**src/design/soc_defines.svh**
```systemverilog
`ifndef SOC_DEFINES_SVH
`define SOC_DEFINES_SVH

// ------------------------------------------------------------
// bus widths
// ------------------------------------------------------------
`define SOC_DW 32
`define SOC_AW 32
`define SOC_SELW 4
// csr word address, top 4 bits pick the bank
`define CSR_AW 14
`define CSR_BANK_SYSCTL 4'd1

// ------------------------------------------------------------
// address map, bits 30..28 (bit 31 is the shadow alias)
// ------------------------------------------------------------
`define REGION_RAM 3'b000
`define REGION_CSR 3'b110
`define BRAM_AW 8

// sysctl register word offsets inside the bank
`define REG_GPIO_IN 10'd0
`define REG_GPIO_OUT 10'd1
`define REG_TIMER_CTRL 10'd2
`define REG_TIMER_COMPARE 10'd3
`define REG_TIMER_COUNTER 10'd4
`define REG_SYSTEM_ID 10'd5
`define REG_RESET 10'd6

// misc
`define RST_HOLD_CYCLES 64
`define SYSTEM_ID 32'h13004d31
`define GPIO_IN_W 32
`define GPIO_OUT_W 4

`endif
```
**src/design/soc_pkg.sv**
```systemverilog
`include "soc_defines.svh"

package soc_pkg;

	// ------------------------------------------------------------
	// wishbone classic
	// ------------------------------------------------------------
	typedef struct packed {
		logic [`SOC_AW-1:0] adr;
		logic [`SOC_DW-1:0] dat;
		logic [`SOC_SELW-1:0] sel;
		logic we;
		logic cyc;
		logic stb;
	} wb_req_t;

	typedef struct packed {
		logic [`SOC_DW-1:0] dat;
		logic ack;
	} wb_rsp_t;

	// csr access, we high for one cycle only
	typedef struct packed {
		logic [`CSR_AW-1:0] a;
		logic we;
		logic [`SOC_DW-1:0] dw;
	} csr_req_t;

	// sysctl to timer
	typedef struct packed {
		logic en;
		logic autorestart;
		logic [31:0] compare;
		logic [31:0] load_val;
		logic load;
	} timer_ctrl_t;

	typedef struct packed {
		logic timer;
		logic gpio;
	} irq_t;

	typedef enum logic [1:0] {
		BRG_IDLE,
		BRG_ACCESS,
		BRG_ACK
	} brg_state_e;

	typedef enum logic [1:0] {
		REG_RAM,
		REG_CSR,
		REG_NONE
	} region_e;

endpackage

```
**src/design/sysctl.sv**
```systemverilog
`timescale 1ns/1ps
`include "soc_defines.svh"

module sysctl
	import soc_pkg::*;
(
	input logic sys_clk,
	input logic sys_rst_i,
	input csr_req_t csr_i,
	output logic [`SOC_DW-1:0] csr_dr_o,
	input logic [`GPIO_IN_W-1:0] gpio_i,
	output logic [`GPIO_OUT_W-1:0] leds_o,
	output timer_ctrl_t timer_o,
	input logic [31:0] timer_count_i,
	input logic timer_expire_i,
	output irq_t irq_o,
	output logic soft_reset_o
);

	logic sel;
	logic [`CSR_AW-5:0] reg_idx;
	logic [`GPIO_IN_W-1:0] gpio_s1;
	logic [`GPIO_IN_W-1:0] gpio_s2;
	logic [`GPIO_IN_W-1:0] gpio_prev;

	// bank in the top 4 address bits
	assign sel = (csr_i.a[`CSR_AW-1:`CSR_AW-4] == `CSR_BANK_SYSCTL);
	assign reg_idx = csr_i.a[`CSR_AW-5:0];

	// ------------------------------------------------------------
	// gpio inputs
	// ------------------------------------------------------------
	// two-flop synchronizer, plus one for edge detect
	always_ff @(posedge sys_clk) begin
		if (sys_rst_i) begin
			gpio_s1 <= '0;
			gpio_s2 <= '0;
			gpio_prev <= '0;
		end else begin
			gpio_s1 <= gpio_i;
			gpio_s2 <= gpio_s1;
			gpio_prev <= gpio_s2;
		end
	end

	// any bit change pulses gpio irq
	assign irq_o.gpio = (gpio_s2 != gpio_prev);
	assign irq_o.timer = timer_expire_i;

	// ------------------------------------------------------------
	// control registers
	// ------------------------------------------------------------
	always_ff @(posedge sys_clk) begin
		if (sys_rst_i) begin
			leds_o <= '0;
			timer_o.en <= 1'b0;
			timer_o.autorestart <= 1'b0;
			timer_o.compare <= '0;
			timer_o.load <= 1'b0;
			soft_reset_o <= 1'b0;
		end else begin
			// strobes last one cycle
			timer_o.load <= 1'b0;
			soft_reset_o <= 1'b0;
			// one-shot mode stops itself
			if (timer_expire_i & ~timer_o.autorestart)
				timer_o.en <= 1'b0;
			if (sel & csr_i.we) begin
				case (reg_idx)
					`REG_GPIO_OUT: leds_o <= csr_i.dw[`GPIO_OUT_W-1:0];
					`REG_TIMER_CTRL: begin
						timer_o.en <= csr_i.dw[0];
						timer_o.autorestart <= csr_i.dw[1];
					end
					`REG_TIMER_COMPARE: timer_o.compare <= csr_i.dw;
					`REG_TIMER_COUNTER: timer_o.load <= 1'b1;
					`REG_RESET: soft_reset_o <= csr_i.dw[0];
					default: ;
				endcase
			end
		end
	end

	// counter preload value, goes with the load strobe
	always_ff @(posedge sys_clk) begin
		if (sel & csr_i.we & (reg_idx == `REG_TIMER_COUNTER))
			timer_o.load_val <= csr_i.dw;
	end

	// ------------------------------------------------------------
	// read mux
	// ------------------------------------------------------------
	// registered, zero outside our bank
	always_ff @(posedge sys_clk) begin
		csr_dr_o <= '0;
		if (sel) begin
			case (reg_idx)
				`REG_GPIO_IN: csr_dr_o <= 32'(gpio_s2);
				`REG_GPIO_OUT: csr_dr_o <= 32'(leds_o);
				`REG_TIMER_CTRL: csr_dr_o <= {30'd0, timer_o.autorestart, timer_o.en};
				`REG_TIMER_COMPARE: csr_dr_o <= timer_o.compare;
				`REG_TIMER_COUNTER: csr_dr_o <= timer_count_i;
				`REG_SYSTEM_ID: csr_dr_o <= `SYSTEM_ID;
				default: csr_dr_o <= '0;
			endcase
		end
	end

endmodule

```
**config.mk**
```make
export PLATFORM = sky130hd
export DESIGN_NAME = sysctl
export DESIGN_NICKNAME = d
export VERILOG_FILES = /design/src/design/soc_pkg.sv /design/src/design/sysctl.sv
export VERILOG_INCLUDE_DIRS = /design/src /design/src/design
export SDC_FILE = /design/constraint.sdc
export NUM_CORES = 1
export LEC_CHECK = 0
export BUFFER_PORTS_ARGS = -buffer_cell sky130_fd_sc_hd__buf_2
export CORE_MARGIN = 1
export CORE_UTILIZATION = 55
export DETAILED_ROUTE_END_ITERATION = 10
export GPL_TIMING_DRIVEN = 1
export PLACE_DENSITY = 0.86
export SKIP_CTS_REPAIR_TIMING = 1
export SLEW_MARGIN = 20
export SYNTH_ARGS = -nofsm -noshare
export SYNTH_HDL_FRONTEND = slang
export SYNTH_SLANG_ARGS = --single-unit
```
**constraint.sdc**
```tcl
create_clock -name sys_clk -period 7.66 [get_ports sys_clk]
set_input_delay 0.766 -clock sys_clk [delete_from_list [all_inputs] [get_ports sys_clk]]
set_output_delay 0.766 -clock sys_clk [all_outputs]
set_load 0.02 [all_outputs]
```
### After elaboration in Yosys (flattened, before gate mapping)

Index checks and enable logic that the tools add are counted.

* bits in registers: 200
* input bits: 114
* output and inout port bits: 106

* equality and inequality tests: 8
* mux-type cells: 6
* bitwise operators: 6
* reductions and logical operators: 6

Operators by type and width (number)
* 32-bit one-hot mux with 6 select lines: 1
* 34-bit 2-to-1 mux: 1
* 32-bit 2-to-1 mux: 1
* 32-bit inequality test: 1
* 10-bit by 3-bit equality test with 1-bit output, second input constant: 3
* 10-bit by 2-bit equality test with 1-bit output, second input constant: 2
* 10-bit by 1-bit equality test with 1-bit output, second input constant: 1
* 10-bit zero test: 1
* 2-bit AND reduction: 3
* 4-bit by 1-bit equality test with 1-bit output, second input constant: 1
* 1-bit AND: 3
* 1-bit inverter: 3
* 3-bit OR reduction: 1
* 1-bit 2-to-1 mux: 2
* 2-bit 2-to-1 mux: 1
* 2-bit OR reduction: 1

### Logic depth before layout (Yosys ltp)

Gate-level depths: netlist (run 1).

* depth after elaboration: 5
* mapped depth: 7

### Worst setup path after synthesis (run 1)

No wires, ideal clock.

* kind: input -> register
* start point: input csr_i[39] (netlist bit)
* end point: register timer_o[10] (netlist bit), enable pin
* setup time: 461 ps
* arrival time: 4081 ps
* data required time: 7199 ps
* path slack: 3118 ps
* stages on the path: 4
* path through: or4_4 -> buf_6 -> or3_4 -> nor3_1

* cells in the longest elaborated chain, start to end: 2

Ends and longest elaborated chain
* start: declaration: line sysctl.sv:9 `input csr_req_t csr_i,`
* 10-bit by 3-bit equality test with 1-bit output
* 1-bit AND: line sysctl.sv:86 `` if (sel & csr_i.we & (reg_idx == `REG_TIMER_COUNTER)) ``
* end: declaration: line sysctl.sv:13 `output timer_ctrl_t timer_o,`

Every way passes these cells.
A chain may end at the register's enable or synchronous reset.

==> results, run 1 <==
- The area of the die is ~0.014 sq mm.
- The worst setup path is launched from a register.
- The number of instances in the synthesized netlist is 648.
- The largest area contributor in the netlist is sky130_fd_sc_hd__dfxtp_1.
- The average instance in the mapped netlist occupies 11.1 sq um.
- The total clock sinks is 200.
- In the synthesized netlist, mux cells make up 4.44% of the area.
- The main combinational cell family by area after synthesis is simple AND/OR/NAND/NOR gates.
- In this run the number of H-tree levels came out at 4.
- The post-detailed-route wirelength per cell is 15.8 um.
- The final-report hold violation count is 0.
- The final cell count without fillers is 1033.
- The height of the chip is 116 um.
- Of all nets on the critical path, the largest fanout is 3.
- Power spread over the standard cell area amounts to 235 mW/mm^2.
- The worst endpoint data arrival time is 1880 ps.
- The DRC marker count from the first detailed-route iteration is 398.
- Summed over all cells, the static leakage comes to between 3 and 4 nW.
- The initial antenna violation count is 0.
- The clock skew is 10.7 ps.
- After detailed routing, the number of remaining DRC violations is 0.
- The cell count of the worst hold path is 1.
- The number of clock buffers inserted by TritonCTS is 17.
- The first global-routing pass estimated 24400 um of wire.
- By count the netlist is led by sky130_fd_sc_hd__dfxtp_1 (168), sky130_fd_sc_hd__nor2b_1 (98), sky130_fd_sc_hd__nor2_1 (48).
- At the end of routability-driven placement, the weighted congestion stood at between 0.8 and 0.9.
- The actual slew at the worst max-slew pin is between 900 and 1000 ps.
- The capturing point of the worst reg2reg path is csr_dr_o[1].
- From left edge to right edge, the die measures between 100 and 150 um.
- The first-pass detailed-route iteration total is 5.
- The type of the most critical hold path is reg2reg.
- The worst setup path is of the reg2out kind.
- Entering global routing, the biggest net connects 72 pins.
- Of the cells placed in the final design, the portion with a size suffix greater than 1 is 37.4%.
- The finished cells cover between 0.008 and 0.009 sq mm.
- The max-slew violation count came to 0.
- The per-cell via count in the routed design is between 4 and 5.
- For this run, asynchronously set or reset flops after synthesis account for 0%.
- The HPWL after detailed placement is between 10000 and 15000 um.
- Yosys mapped the design onto 40 distinct sky130hd cell types.
- The synthesized netlist devotes 19.6% of its cell area to simple gates.
- Yosys attributes the largest share of cell area to sky130_fd_sc_hd__dfxtp_1 (47%), sky130_fd_sc_hd__edfxtp_1 (13%), sky130_fd_sc_hd__nor2b_1 (8.5%), sky130_fd_sc_hd__mux2i_1 (4.4%), sky130_fd_sc_hd__xnor2_1 (3.9%).
- Based on the critical path, the design can be clocked at up to ~380 MHz.
- The fraction of synthesized cell area in xor and xnor cells is 3.89%.
- In this run the most critical hold path is launched from gpio_s1[2].
- The via count of the first global-routing pass is ~4.7k.
- The largest buffer count on any clock path is 2.
- The count of nets left with antenna violations once routing finished came out at 0.
- The worst hold path terminates at gpio_s2[2].
- The peak supply drop is 0.151 mV.
- The startpoint of the worst register-to-register path is gpio_s2[1].
- Port buffering added 219 buffers.
- The layout net count is 962.
- The synthesized netlist devotes roughly 8.4% of its cell area to compound gates.
- The clock transition time at the flip-flop clock pins of the worst setup and hold paths is 70 ps.
- The required time reported for the critical path endpoint is 6890 ps.
- The setup slack of the worst register-to-register path is 6570 ps.
- The row count is 41.
- The length in cells of the worst reg-to-reg path is 4.
- The number of enable-type register cells in the synthesized netlist is 32.
- The synthesized netlist devotes 0% of its cell area to adder and majority cells.
- The total congestion overflow after global routing is 0.
- The post-synthesis net count is 762.
- The most used flip-flop cell after synthesis is sky130_fd_sc_hd__dfxtp_1.
- TritonCTS built the clock tree.
- STA classifies the critical path endpoint as an output port.
- The initial utilization of the core area, before any placement, comes to 56.6%.
- The layout-stage area growth over the synthesis result is 23.6%.
- The remaining max-slew budget at the tightest pin is 37.7%.
- The number of I/O pins is 220.
- The number of warning messages in the yosys log is 0.
- The flow ran to the end, and the final reports show no timing, DRC or antenna violations.
- 0 antenna diodes ended up in the layout.
- The post-synthesis register bit count is 200.
- The count of placed standard cells including taps is 1001.
- The global-route usage over all layers is around 25%.
- The final critical path takes up about 35% of the cycle.
- The total negative slack for setup checks is 0 ps.
- The shortest period the worst path allows is around 2600 ps.
- CTS placed an instance of sky130_fd_sc_hd__clkbuf_16 at the clock tree root.
- The dominant cell by count in the synthesized netlist is sky130_fd_sc_hd__dfxtp_1.
- Setup violations remaining at the end of the flow were counted as 0.
- The total via count after detailed routing is 5140.
- The floorplan step defined a core boundary enclosing 0.0127 sq mm.
- The later pin in the worst-skew pair is clocked with a latency of 440 ps.
- After detailed placement, the total cell area comes to 0.00830 sq mm.
- The share of the synthesized area in the top cell type is 46.7%.
- Summing every instance area after synthesis gives between 0.007 and 0.008 sq mm.
- Max-cap violations in this run came to 0.
- Setup repair after global routing left no endpoint under its margin.
- The share of the yosys chip area belonging to registers is about three fifths.
- For this block, the routed nets add up to between 15000 and 20000 um of wire.
==> kinds of logic after synthesis <==
family	after synthesis
AO/OA/AOI/OAI	86
multiplexers	32
flip-flops	200
AND/OR/NAND/NOR	254
buffers and inverters	44
XOR/XNOR	32
==> placed cells by master (no fill, tap or decap), types with 4 or more instances in the layout <==
| cell type | instances |
|---|---|
| sky130_fd_sc_hd__buf_2 | 218 |
| sky130_fd_sc_hd__clkbuf_16 | 21 |
| sky130_fd_sc_hd__xnor2_1 | 32 |
| sky130_fd_sc_hd__nor4_1 | 4 |
| sky130_fd_sc_hd__nand2_2 | 30 |
| sky130_fd_sc_hd__dfxtp_1 | 168 |
| sky130_fd_sc_hd__o21ai_0 | 9 |
| sky130_fd_sc_hd__nand4_1 | 8 |
| sky130_fd_sc_hd__nand2_1 | 46 |
| sky130_fd_sc_hd__buf_4 | 4 |
| sky130_fd_sc_hd__a21oi_1 | 30 |
| sky130_fd_sc_hd__a21oi_2 | 30 |
| sky130_fd_sc_hd__mux2i_1 | 32 |
| sky130_fd_sc_hd__nor2_1 | 48 |
| sky130_fd_sc_hd__a22o_1 | 9 |
| sky130_fd_sc_hd__edfxtp_1 | 32 |
| sky130_fd_sc_hd__nor2b_1 | 98 |
==> state kept, by name (all words and copies together) (netlist names) <==
signal        cells
gpio_s1          32
soft_reset_o      1
timer_o          67
gpio_prev        32
gpio_s2          32
csr_dr_o         32
leds_o            4
==> worst max-delay path, stage by stage (launching register included) <==
cell                      delay (ps)
sky130_fd_sc_hd__dfxtp_1         430
sky130_fd_sc_hd__xnor2_1         160
sky130_fd_sc_hd__nand4_1         110
sky130_fd_sc_hd__nor4_1          420
sky130_fd_sc_hd__nand2_1         140
sky130_fd_sc_hd__buf_2           190
==> where the power goes <==
part / total, mW / switching, mW / internal [mW]
clock network: 0.892 / 0.385 / 0.507
registers: 1.10 / 0.0110 / 1.09
logic: 0.106 / 0.0538 / 0.0519
total: 2.09 / 0.450 / 1.64
==> per-stage QoR <==
step	hold WS (ps)	utilization [%]	setup WS [ps]	power, mW
CTS	436	70.0	5020	2.11
finish	433	70.0	5010	2.09
global route	449	70.0	4890	2.16
detailed placement	420	65.2	4840	1.23
global placement	419	65.2	4870	1.22
floorplan	414	-	3120	1.18
==> worst max path at each step <==
stage / from / cells after the start / slack (ps) / end
after CTS: gpio_s2[25] / 5 / 5020 / irq_o[0]
after detailed placement: csr_i[39] / 5 / 4840 / timer_o[20]
after global routing: gpio_s2[25] / 5 / 4890 / irq_o[0]
final: gpio_s2[25] / 5 / 5010 / irq_o[0]
after floorplan: csr_i[39] / 4 / 3120 / timer_o[10]
after global placement: csr_i[39] / 5 / 4870 / timer_o[20]
==> layer usage <==
metal / vias to the layer above / part of all wire [%] / global-route usage [%]
met1: 2305 / 41 / 30.2
met4: 0 / 4.5 / 16.2
met2: 240 / 47 / 39.1
li1: 2547 / - / -
met5: - / 0 / 0
met3: 48 / 7.1 / 6.12
==> final cells by class <==
type | count | area [sq um]
clock buffers | 23 | 543
clock inverters | 9 | 71.3
fillers | 980 | 3810
inverters | 3 | 11.3
multi-input cells | 404 | 2630
flip-flops and latches | 200 | 4320
well taps | 172 | 215
repair buffers | 222 | 1120
Note: power is estimated with default switching activity, not from simulation.
==> run 2: changes to the inputs <==
--- a/config.mk
+++ b/config.mk
@@ -6,12 +6,13 @@
 export SDC_FILE = /design/constraint.sdc
 export NUM_CORES = 1
 export LEC_CHECK = 0
+export ABC_AREA = 1
 export BUFFER_PORTS_ARGS = -buffer_cell sky130_fd_sc_hd__buf_2
 export CORE_MARGIN = 1
-export CORE_UTILIZATION = 55
+export CORE_UTILIZATION = 51
 export DETAILED_ROUTE_END_ITERATION = 10
 export GPL_TIMING_DRIVEN = 1
-export PLACE_DENSITY = 0.86
+export PLACE_DENSITY = 0.8
 export SKIP_CTS_REPAIR_TIMING = 1
 export SLEW_MARGIN = 20
 export SYNTH_ARGS = -nofsm -noshare
==> constraint.sdc (replaced) <==
create_clock -name sys_clk -period 2.6 [get_ports sys_clk]
set_input_delay 0.26 -clock sys_clk [delete_from_list [all_inputs] [get_ports sys_clk]]
set_output_delay 0.26 -clock sys_clk [all_outputs]
set_load 0.02 [all_outputs]
==> run 2 against run 1 <==
Against the previous run:
- clock power rose to 2.7 times the previous value
- via count rose by 15%
- clock skew fell by 1.0 ps
- non-clock buffer count rose by 4
- total power rose to 2.8 times the previous value
- die area rose by 8.6%
- synthesized cell count rose by 35%
- design area rose by 0.84%
- critical path depth rose by 3
- combinational power rose to 2.6 times the previous value
- sequential power rose to 2.9 times the previous value
- core utilization fell by 5.3 points
- critical path type unchanged
==> results, run 2 <==
- The clock network fraction of design power is 40.8% (was 42.6%).
- The largest buffer count on any clock path is 2 (unchanged).
- The share of the yosys chip area belonging to registers is 59.5% (was 60.0%).
- The per-cell via count in the routed design is 4.66 (was 4.98).
- The total negative slack for setup checks is 0 ps (unchanged).
- The worst slack after detailed placement is 598 ps (was 4840 ps).
- The number of flip-flops in the largest register was 67 (unchanged).
- The final worst-path setup slack is 721 ps (was 5010 ps).
- The first-pass detailed-route iteration total came to 5 (unchanged).
- The global-route usage over all layers is 23.2% (was 24.7%).
- The power share of the combinational group is 4.6% (was 5.0%).
- The number of max-cap violations is 0 (unchanged).
- The layout net count is 1194 (was 962).
- The layout-stage area growth over the synthesis result is 23.6% (about the same).
- The starting density of the core is 52.4% (was 56.6%).
- The number of remaining DRC errors was 0 (unchanged).
- The worst hold endpoint is timer_o[21] (was gpio_s2[2]).
- The total congestion overflow after global routing is 0 (unchanged).
- The register with the most flip-flops is timer_o (unchanged).
- The root buffer selected by CTS is sky130_fd_sc_hd__clkbuf_16 (unchanged).
- The power density over cell area came to 659 mW/mm^2 (was 235 mW/mm^2).
- The switching part of the total is 21.6% (was 21.5%).
- The routed wire length came to 16900 um (was 16300 um).
- The dominant synthesized flop cell is sky130_fd_sc_hd__dfxtp_1 (unchanged).
- The start-to-end type of the worst setup path is reg2out (unchanged).
- The width of the die is 121 um (was 116 um).
- The final worst-path cycle share is 72.3%.
- The remaining max-slew budget at the tightest pin was 32.7% (was 37.7%).
- The number of clock buffers inserted by TritonCTS is 17 (unchanged).
- The achievable frequency is approximately 530 MHz.
- The most frequent standard cell in the layout excluding fill and tap cells is sky130_fd_sc_hd__buf_2 (unchanged).
- The tightest hold margin is 21.3 ps (was 433 ps).
- The total via count after detailed routing is 5935 (was 5140).
- The post-synthesis register bit count was 200 (unchanged).
- The count of placed standard cells including taps is 1241 (was 1001).
- The biggest fanout along the worst timing path was 3 (unchanged).
- The utilization after layout is 64.7% (was 70.0%).
- The setup slack of the worst register-to-register path is 1760 ps (was 6570 ps).
- The cell area after technology mapping was 0.00727 sq mm (was 0.00721 sq mm).
- The post-route cell area is 0.00899 sq mm (was 0.00891 sq mm).
- The number of distinct library cell variants in the gate-level netlist after synthesis came to 22 (was 40).
- The startpoint of the worst register-to-register path is timer_o[65] (was gpio_s2[1]).
- The weighted congestion at the end of routability-driven global placement came to 0.938 (was 0.885).
- The clock transition time at the flip-flop clock pins of the worst setup and hold paths came to 70 ps (about the same).
- The total clock sinks is 200 (unchanged).
- The HPWL after detailed placement was 12400 um (was 11700 um).
- The initial antenna violation count is 1 (was 0).
- The max-slew violation count is 0 (unchanged).
- The worst endpoint data arrival time came to 1620 ps (was 1880 ps).
- The leakage component of the power came to 4.50 nW (was 3.65 nW).
- The actual slew at the worst max-slew pin is 1010 ps (was 934 ps).
- The type of the most critical hold path is in2reg (was reg2reg).
- Ranking of synthesized cells by area: sky130_fd_sc_hd__dfxtp_1 (46%), sky130_fd_sc_hd__edfxtp_1 (13%), sky130_fd_sc_hd__nor2_1 (9.9%), sky130_fd_sc_hd__inv_1 (7.3%), sky130_fd_sc_hd__nand2_1 (6.6%) (was sky130_fd_sc_hd__dfxtp_1 (47%), sky130_fd_sc_hd__edfxtp_1 (13%), sky130_fd_sc_hd__nor2b_1 (8.5%), sky130_fd_sc_hd__mux2i_1 (4.4%), sky130_fd_sc_hd__xnor2_1 (3.9%)).
- The final-report hold violation count came to 0 (unchanged).
- The area of the die is 0.0147 sq mm (was 0.0136 sq mm).
- The length in cells of the worst reg-to-reg path is 6 (was 4).
- The dominant cell by count in the synthesized netlist is sky130_fd_sc_hd__nor2_1 (was sky130_fd_sc_hd__dfxtp_1).
- The number of buffer and inverter instances along the worst setup path is 2 (was 1).
- The shortest period the worst path allows is 1880 ps.
- The CTS tree was done (unchanged).
- The height of the chip is 121 um (was 116 um).
- The row count came to 43 (was 41).
- The core outline area is 0.0139 sq mm (was 0.0127 sq mm).
- The via count of the first global-routing pass is 5259 (was 4717).
- The pin count of the biggest net entering global routing is 61 (was 72).
- The number of enable-type register cells in the synthesized netlist is 32 (unchanged).
- The required time reported for the critical path endpoint is 2340 ps (was 6890 ps).
- The cell-internal power is 4.64 mW (was 1.64 mW).
- Setup repair after global routing missed its margin: false (unchanged).
- The clock skew is 9.66 ps (was 10.7 ps).
- The post-detailed-route wirelength per cell came to 13.2 um (was 15.8 um).
- The maximum level of the CTS H-tree was 4 (unchanged).
- The per-instance average area after synthesis is 8.32 sq um (was 11.1 sq um).
- Run status: finished clean (unchanged).
- The final cell count without fillers came to 1274 (was 1033).
- The peak supply drop came to 0.439 mV (was 0.151 mV).
- The number of instances in the synthesized netlist was 874 (was 648).
- Cell types with the highest counts after synthesis: sky130_fd_sc_hd__nor2_1 (191), sky130_fd_sc_hd__dfxtp_1 (168), sky130_fd_sc_hd__inv_1 (142) (was sky130_fd_sc_hd__dfxtp_1 (168), sky130_fd_sc_hd__nor2b_1 (98), sky130_fd_sc_hd__nor2_1 (48)).
- The gate family responsible for the most delay along the worst path is simple AND/OR/NAND/NOR gates (unchanged).
- The share of the synthesized area in the top cell type is 46.3% (was 46.7%).
- The net switching power of the design came to 1.28 mW (was 0.450 mW).
- The first-pass GRT wire length is 26200 um (was 24400 um).
- The number of input and output port buffers inserted is 219 (unchanged).
- The largest area contributor in the netlist is sky130_fd_sc_hd__dfxtp_1 (unchanged).
- The number of warning messages in the yosys log is 0 (unchanged).
- The post-synthesis net count is 988 (was 762).
- The maximum cell stage delay along the critical path was 360 ps (was 430 ps).
- The master of the slowest instance on the critical path is sky130_fd_sc_hd__dfxtp_1 (unchanged).
- The capturing point of the worst reg2reg path is timer_o[66] (was csr_dr_o[1]).
- The startpoint of the tightest hold check path is csr_i[20] (was gpio_s1[2]).
- The sequential share of power is 54.6% (was 52.4%).
- The proportion of synthesized flip-flops having asynchronous set or reset is 0% (unchanged).
- Leading cell types in the layout, fill and taps excluded: sky130_fd_sc_hd__buf_2 (218), sky130_fd_sc_hd__nor2_1 (189), sky130_fd_sc_hd__dfxtp_1 (168), sky130_fd_sc_hd__inv_1 (142), sky130_fd_sc_hd__nand2_1 (128) (was sky130_fd_sc_hd__buf_2 (218), sky130_fd_sc_hd__dfxtp_1 (168), sky130_fd_sc_hd__nor2b_1 (98), sky130_fd_sc_hd__nor2_1 (48), sky130_fd_sc_hd__nand2_1 (46)).
- The cell count of the worst hold path was 1 (unchanged).
- The final setup violation count is 0 (unchanged).
- Cell-by-cell listing of the critical path: inv_1, or2_2, nand3_1, nor2_1, nand2_1, nor2_1, nand2_1, buf_2 (was xnor2_1, nand4_1, nor4_1, nand2_1, buf_2).
- The cell area after placement is 0.00845 sq mm (was 0.00830 sq mm).
- The type of origin of the critical path is a register (unchanged).
- The number of I/O pins was 220 (unchanged).
- The DRC marker count from the first detailed-route iteration was 495 (was 398).
- The post-detailed-route count of antenna-violating nets is 0 (unchanged).
- The sum of internal, switching and leakage power is 5.92 mW (was 2.09 mW).
- The fraction of final layout cells with drive strength greater than 1 is 25.3% (was 37.4%).
- The clock latency of the later-clocked register in the worst-skew pair was 430 ps (was 440 ps).
- The kind of end point of the critical path is an output port (unchanged).
-- run 2: area by class of cell --
type                    count  area [sq um]
fillers                  1200          4890
multi-input cells         490          2200
diodes                      1          2.50
flip-flops and latches    200          4320
well taps                 180           225
inverters                 145           544
repair buffers            226          1150
clock buffers              20           437
clock inverters            12           101
-- run 2: kinds of logic (layout without fill, tap and decap cells) --
group,after synthesis,after routing,share of synthesized area (%)
compound gates,59,59,4.42
xor+xnor,20,20,2.41
buf+inv,184,403,10.3
flops,200,200,59.5
other cells,0,1,0
simple gates,411,411,23.4
-- run 2: power by group through the flow --
| stage | clock [mW] | combinational [mW] | sequential [mW] |
|---|---|---|---|
| after detailed placement | 0 | 0.273 | 3.30 |
| final | 2.42 | 0.272 | 3.23 |
| after global routing | 2.59 | 0.309 | 3.23 |
| after global placement | 0 | 0.267 | 3.30 |
| after CTS | 2.47 | 0.274 | 3.23 |
| after floorplan | 0 | 0.147 | 3.29 |
-- run 2: worst reg2reg max path, delay by kind of cell, from the launching register on --
family / cells / cell delay (ps)
and+or+nand+nor: 4 / 240
buffers and inverters: 1 / 70
DFF: 1 / 380
AOI/OAI and AO/OA: 1 / 80
-- run 2: worst max-delay path by stage --
stage	endpoint	slack (ps)	startpoint	depth (start not counted)
2_1_floorplan	timer_o[10]	360	csr_i[40]	6
6_report	irq_o[0]	720	gpio_s2[4]	8
4_1_cts	irq_o[0]	690	gpio_s2[4]	8
5_1_grt	irq_o[0]	620	gpio_s2[13]	7
3_5_place_dp	timer_o[46]	600	csr_i[40]	9
3_3_place_gp	timer_o[48]	680	csr_i[40]	9
-- run 2: metal layers --
layer,up-vias,track usage (%),share of wire (%)
li1,3055,-,-
met1,2604,31.7,45
met2,240,35.6,45
met3,36,4.28,6.8
met4,0,10.7,2.6
met5,-,0,0
==> run 3: changes to the inputs <==
--- a/config.mk
+++ b/config.mk
@@ -9,10 +9,10 @@
 export ABC_AREA = 1
 export BUFFER_PORTS_ARGS = -buffer_cell sky130_fd_sc_hd__buf_2
 export CORE_MARGIN = 1
-export CORE_UTILIZATION = 51
+export CORE_UTILIZATION = 46
 export DETAILED_ROUTE_END_ITERATION = 10
 export GPL_TIMING_DRIVEN = 1
-export PLACE_DENSITY = 0.8
+export PLACE_DENSITY = 0.76
 export SKIP_CTS_REPAIR_TIMING = 1
 export SLEW_MARGIN = 20
 export SYNTH_ARGS = -nofsm -noshare
==> constraint.sdc (replaced) <==
create_clock -name sys_clk -period 1.5 [get_ports sys_clk]
set_input_delay 0.15 -clock sys_clk [delete_from_list [all_inputs] [get_ports sys_clk]]
set_output_delay 0.15 -clock sys_clk [all_outputs]
set_load 0.02 [all_outputs]
==> run 3 against run 2 <==
Against the previous run:
- the run now ends with negative setup slack left
- total power up 79%
- final cell count up 8.9%
- core utilization up 0.65 points
- non-clock buffer count up 80
- sequential share of layout area down 4.6 points
- worst hold slack better by 24 ps
- combinational power up 140%
- sequential power up 73%
==> results, run 3 (synthesis gave the netlist of run 2 again) <==
- The post-detailed-route wirelength per cell is 13.2 um (about the same).
- The utilization after layout came to 65.4% (was 64.7%).
- Derived from the worst setup path, the maximum achievable clock frequency is 588 MHz.
- The via count of the first global-routing pass is 5318 (was 5259).
- The leakage component of the power came to 4.93 nW (was 4.50 nW).
- The post-detailed-route count of antenna-violating nets is 0 (unchanged).
- The routed wire length was 18300 um (was 16900 um).
- The root buffer selected by CTS is sky130_fd_sc_hd__clkbuf_16 (unchanged).
- The number of flip-flops in the largest register is 67 (unchanged).
- The clock latency of the later-clocked register in the worst-skew pair is 430 ps (about the same).
- The height of the chip was 128 um (was 121 um).
- The type of origin of the critical path is a register (unchanged).
- The layout-stage area growth over the synthesis result was 37.7% (was 23.6%).
- The global-route usage over all layers was 21.1% (was 23.2%).
- The area of the die is 0.0163 sq mm (was 0.0147 sq mm).
- The max-slew violation count was 0 (unchanged).
- The clock skew came to 11.1 ps (was 9.66 ps).
- The layout net count is 1274 (was 1194).
- The final cell count without fillers is 1387 (was 1274).
- The final-report hold violation count is 0 (unchanged).
- The capturing point of the worst reg2reg path was csr_dr_o[3] (was timer_o[66]).
- The peak supply drop was 0.817 mV (was 0.439 mV).
- The number of max-cap violations is 0 (unchanged).
- The shortest period the worst path allows is 1700 ps.
- The final reports fail on negative setup slack.
- The cell area after placement is 0.00871 sq mm (was 0.00845 sq mm).
- The starting density of the core was 47.5% (was 52.4%).
- The most frequent standard cell in the layout excluding fill and tap cells is sky130_fd_sc_hd__buf_2 (unchanged).
- The power density over cell area is 1060 mW/mm^2 (was 659 mW/mm^2).
- The remaining max-slew budget at the tightest pin came to 74.5% (was 32.7%).
- The count of placed standard cells including taps is 1286 (was 1241).
- The core outline area was 0.0153 sq mm (was 0.0139 sq mm).
- The fraction of final layout cells with drive strength greater than 1 is 28.5% (was 25.3%).
- The length in cells of the worst reg-to-reg path is 4 (was 6).
- The weighted congestion at the end of routability-driven global placement is 0.974 (was 0.938).
- The width of the die is 128 um (was 121 um).
- Setup repair after global routing missed its margin: true (was false).
- The register with the most flip-flops is timer_o (unchanged).
- The first-pass detailed-route iteration total is 4 (was 5).
- The number of clock buffers inserted by TritonCTS was 17 (unchanged).
- The worst endpoint data arrival time is 1550 ps (was 1620 ps).
- The initial antenna violation count was 3 (was 1).
- The setup slack of the worst register-to-register path is 640 ps (was 1760 ps).
- The DRC marker count from the first detailed-route iteration is 462 (was 495).
- The start-to-end type of the worst setup path is reg2out (unchanged).
- The HPWL after detailed placement is 13000 um (was 12400 um).
- Leading cell types in the layout, fill and taps excluded: sky130_fd_sc_hd__buf_2 (217), sky130_fd_sc_hd__nor2_1 (187), sky130_fd_sc_hd__dfxtp_1 (145), sky130_fd_sc_hd__inv_1 (137), sky130_fd_sc_hd__nand2_1 (125) (was sky130_fd_sc_hd__buf_2 (218), sky130_fd_sc_hd__nor2_1 (189), sky130_fd_sc_hd__dfxtp_1 (168), sky130_fd_sc_hd__inv_1 (142), sky130_fd_sc_hd__nand2_1 (128)).
- The clock transition time at the flip-flop clock pins of the worst setup and hold paths is 70 ps (about the same).
- The worst hold endpoint is csr_dr_o[21] (was timer_o[21]).
- The post-route cell area is 0.0100 sq mm (was 0.00899 sq mm).
- The final setup violation count came to 1 (was 0).
- The total congestion overflow after global routing is 0 (unchanged).
- The CTS tree is done (unchanged).
- The number of input and output port buffers inserted was 219 (unchanged).
- The biggest fanout along the worst timing path is 3 (unchanged).
- The number of remaining DRC errors came to 0 (unchanged).
- The total clock sinks is 200 (unchanged).
- Run status: complete, but fails checks (was finished clean).
- The startpoint of the tightest hold check path is timer_count_i[21] (was csr_i[20]).
- The startpoint of the worst register-to-register path is leds_o[3] (was timer_o[65]).
- The type of the most critical hold path is in2reg (unchanged).
- The number of I/O pins is 220 (unchanged).
- In the finished design, the share of the clock period the worst path needs comes to 113%.
- The per-cell via count in the routed design was 4.52 (was 4.66).
- The required time reported for the critical path endpoint is 1350 ps (was 2340 ps).
- The kind of end point of the critical path is an output port (unchanged).
- The first-pass GRT wire length is 26300 um (was 26200 um).
- The maximum level of the CTS H-tree is 4 (unchanged).
- The actual slew at the worst max-slew pin is 382 ps (was 1010 ps).
- The cell count of the worst hold path is 5 (was 1).
- The largest buffer count on any clock path is 2 (unchanged).
- The row count was 45 (was 43).
- The total via count after detailed routing came to 6270 (was 5935).
- The pin count of the biggest net entering global routing was 57 (was 61).
- The final worst-path setup slack is -201 ps (was 721 ps).
## run 3: cell types whose count changed in the layout (fill, tap and decap cells not counted), moves of 4 or more
cell	previous run	this run
sky130_fd_sc_hd__dlygate4sd3_1	0	64
sky130_fd_sc_hd__dfxtp_1	168	145
sky130_fd_sc_hd__dfxtp_2	0	22
sky130_fd_sc_hd__buf_4	8	17
sky130_fd_sc_hd__buf_12	0	7
sky130_fd_sc_hd__inv_1	142	137
sky130_fd_sc_hd__inv_2	3	7
## run 3: area by class of cell
cell class	count	area [sq um]
diodes	3	7.51
clock buffers	17	425
clock inverters	15	143
fillers	1311	5300
inverters	145	547
multi-input cells	490	2270
flip-flops and latches	200	4360
well taps	211	264
repair buffers	306	2010
## run 3: worst max-delay path: stages, from the launching register on
cell                      delay (ps)
sky130_fd_sc_hd__dfxtp_2         350
sky130_fd_sc_hd__inv_2            40
sky130_fd_sc_hd__or2_2           260
sky130_fd_sc_hd__nand3_1          90
sky130_fd_sc_hd__nor2_1           50
sky130_fd_sc_hd__nand2_1          80
sky130_fd_sc_hd__nor2_1           60
sky130_fd_sc_hd__nand2_1          70
sky130_fd_sc_hd__buf_6           120
## run 3: metal layers
layer	share of wire [%]	vias to the layer above	GRT usage, %
li1	-	3229	-
met2	47	236	33.5
met4	2.9	0	10.0
met3	6.0	39	5.30
met1	44	2766	27.0
met5	0	-	0
## run 3: how the worst max path moves through the flow
stage / startpoint / to / slack (ps) / cells past startpoint
2_1_floorplan: csr_i[41] / timer_o[10] / -130 / 6
3_3_place_gp: csr_i[46] / timer_o[18] / 80 / 7
3_5_place_dp: csr_i[40] / leds_o[1] / 20 / 8
4_1_cts: gpio_s2[23] / irq_o[0] / -280 / 8
5_1_grt: gpio_s2[13] / irq_o[0] / -310 / 7
6_report: gpio_s2[23] / irq_o[0] / -200 / 8
## run 3: power by group
part	total [mW]	leakage (nW)	switching [mW]	internal, mW
sequential	5.60	1.67	0.0525	5.55
combinational	0.646	3.00	0.300	0.346
clock	4.38	0.264	2.06	2.32
total	10.6	4.93	2.41	8.22
## run 3: through the flow
stage          hold slack [ps]  power, mW  worst slack [ps]  setup TNS (ps)
5_1_grt                   65.2       11.0              -314            -314
6_report                  45.6       10.6              -201            -201
4_1_cts                   -106       10.5              -277            -277
3_5_place_dp               346       6.22              15.1               0
3_3_place_gp               347       6.21              81.1               0
2_1_floorplan              249       5.96              -129           -4120
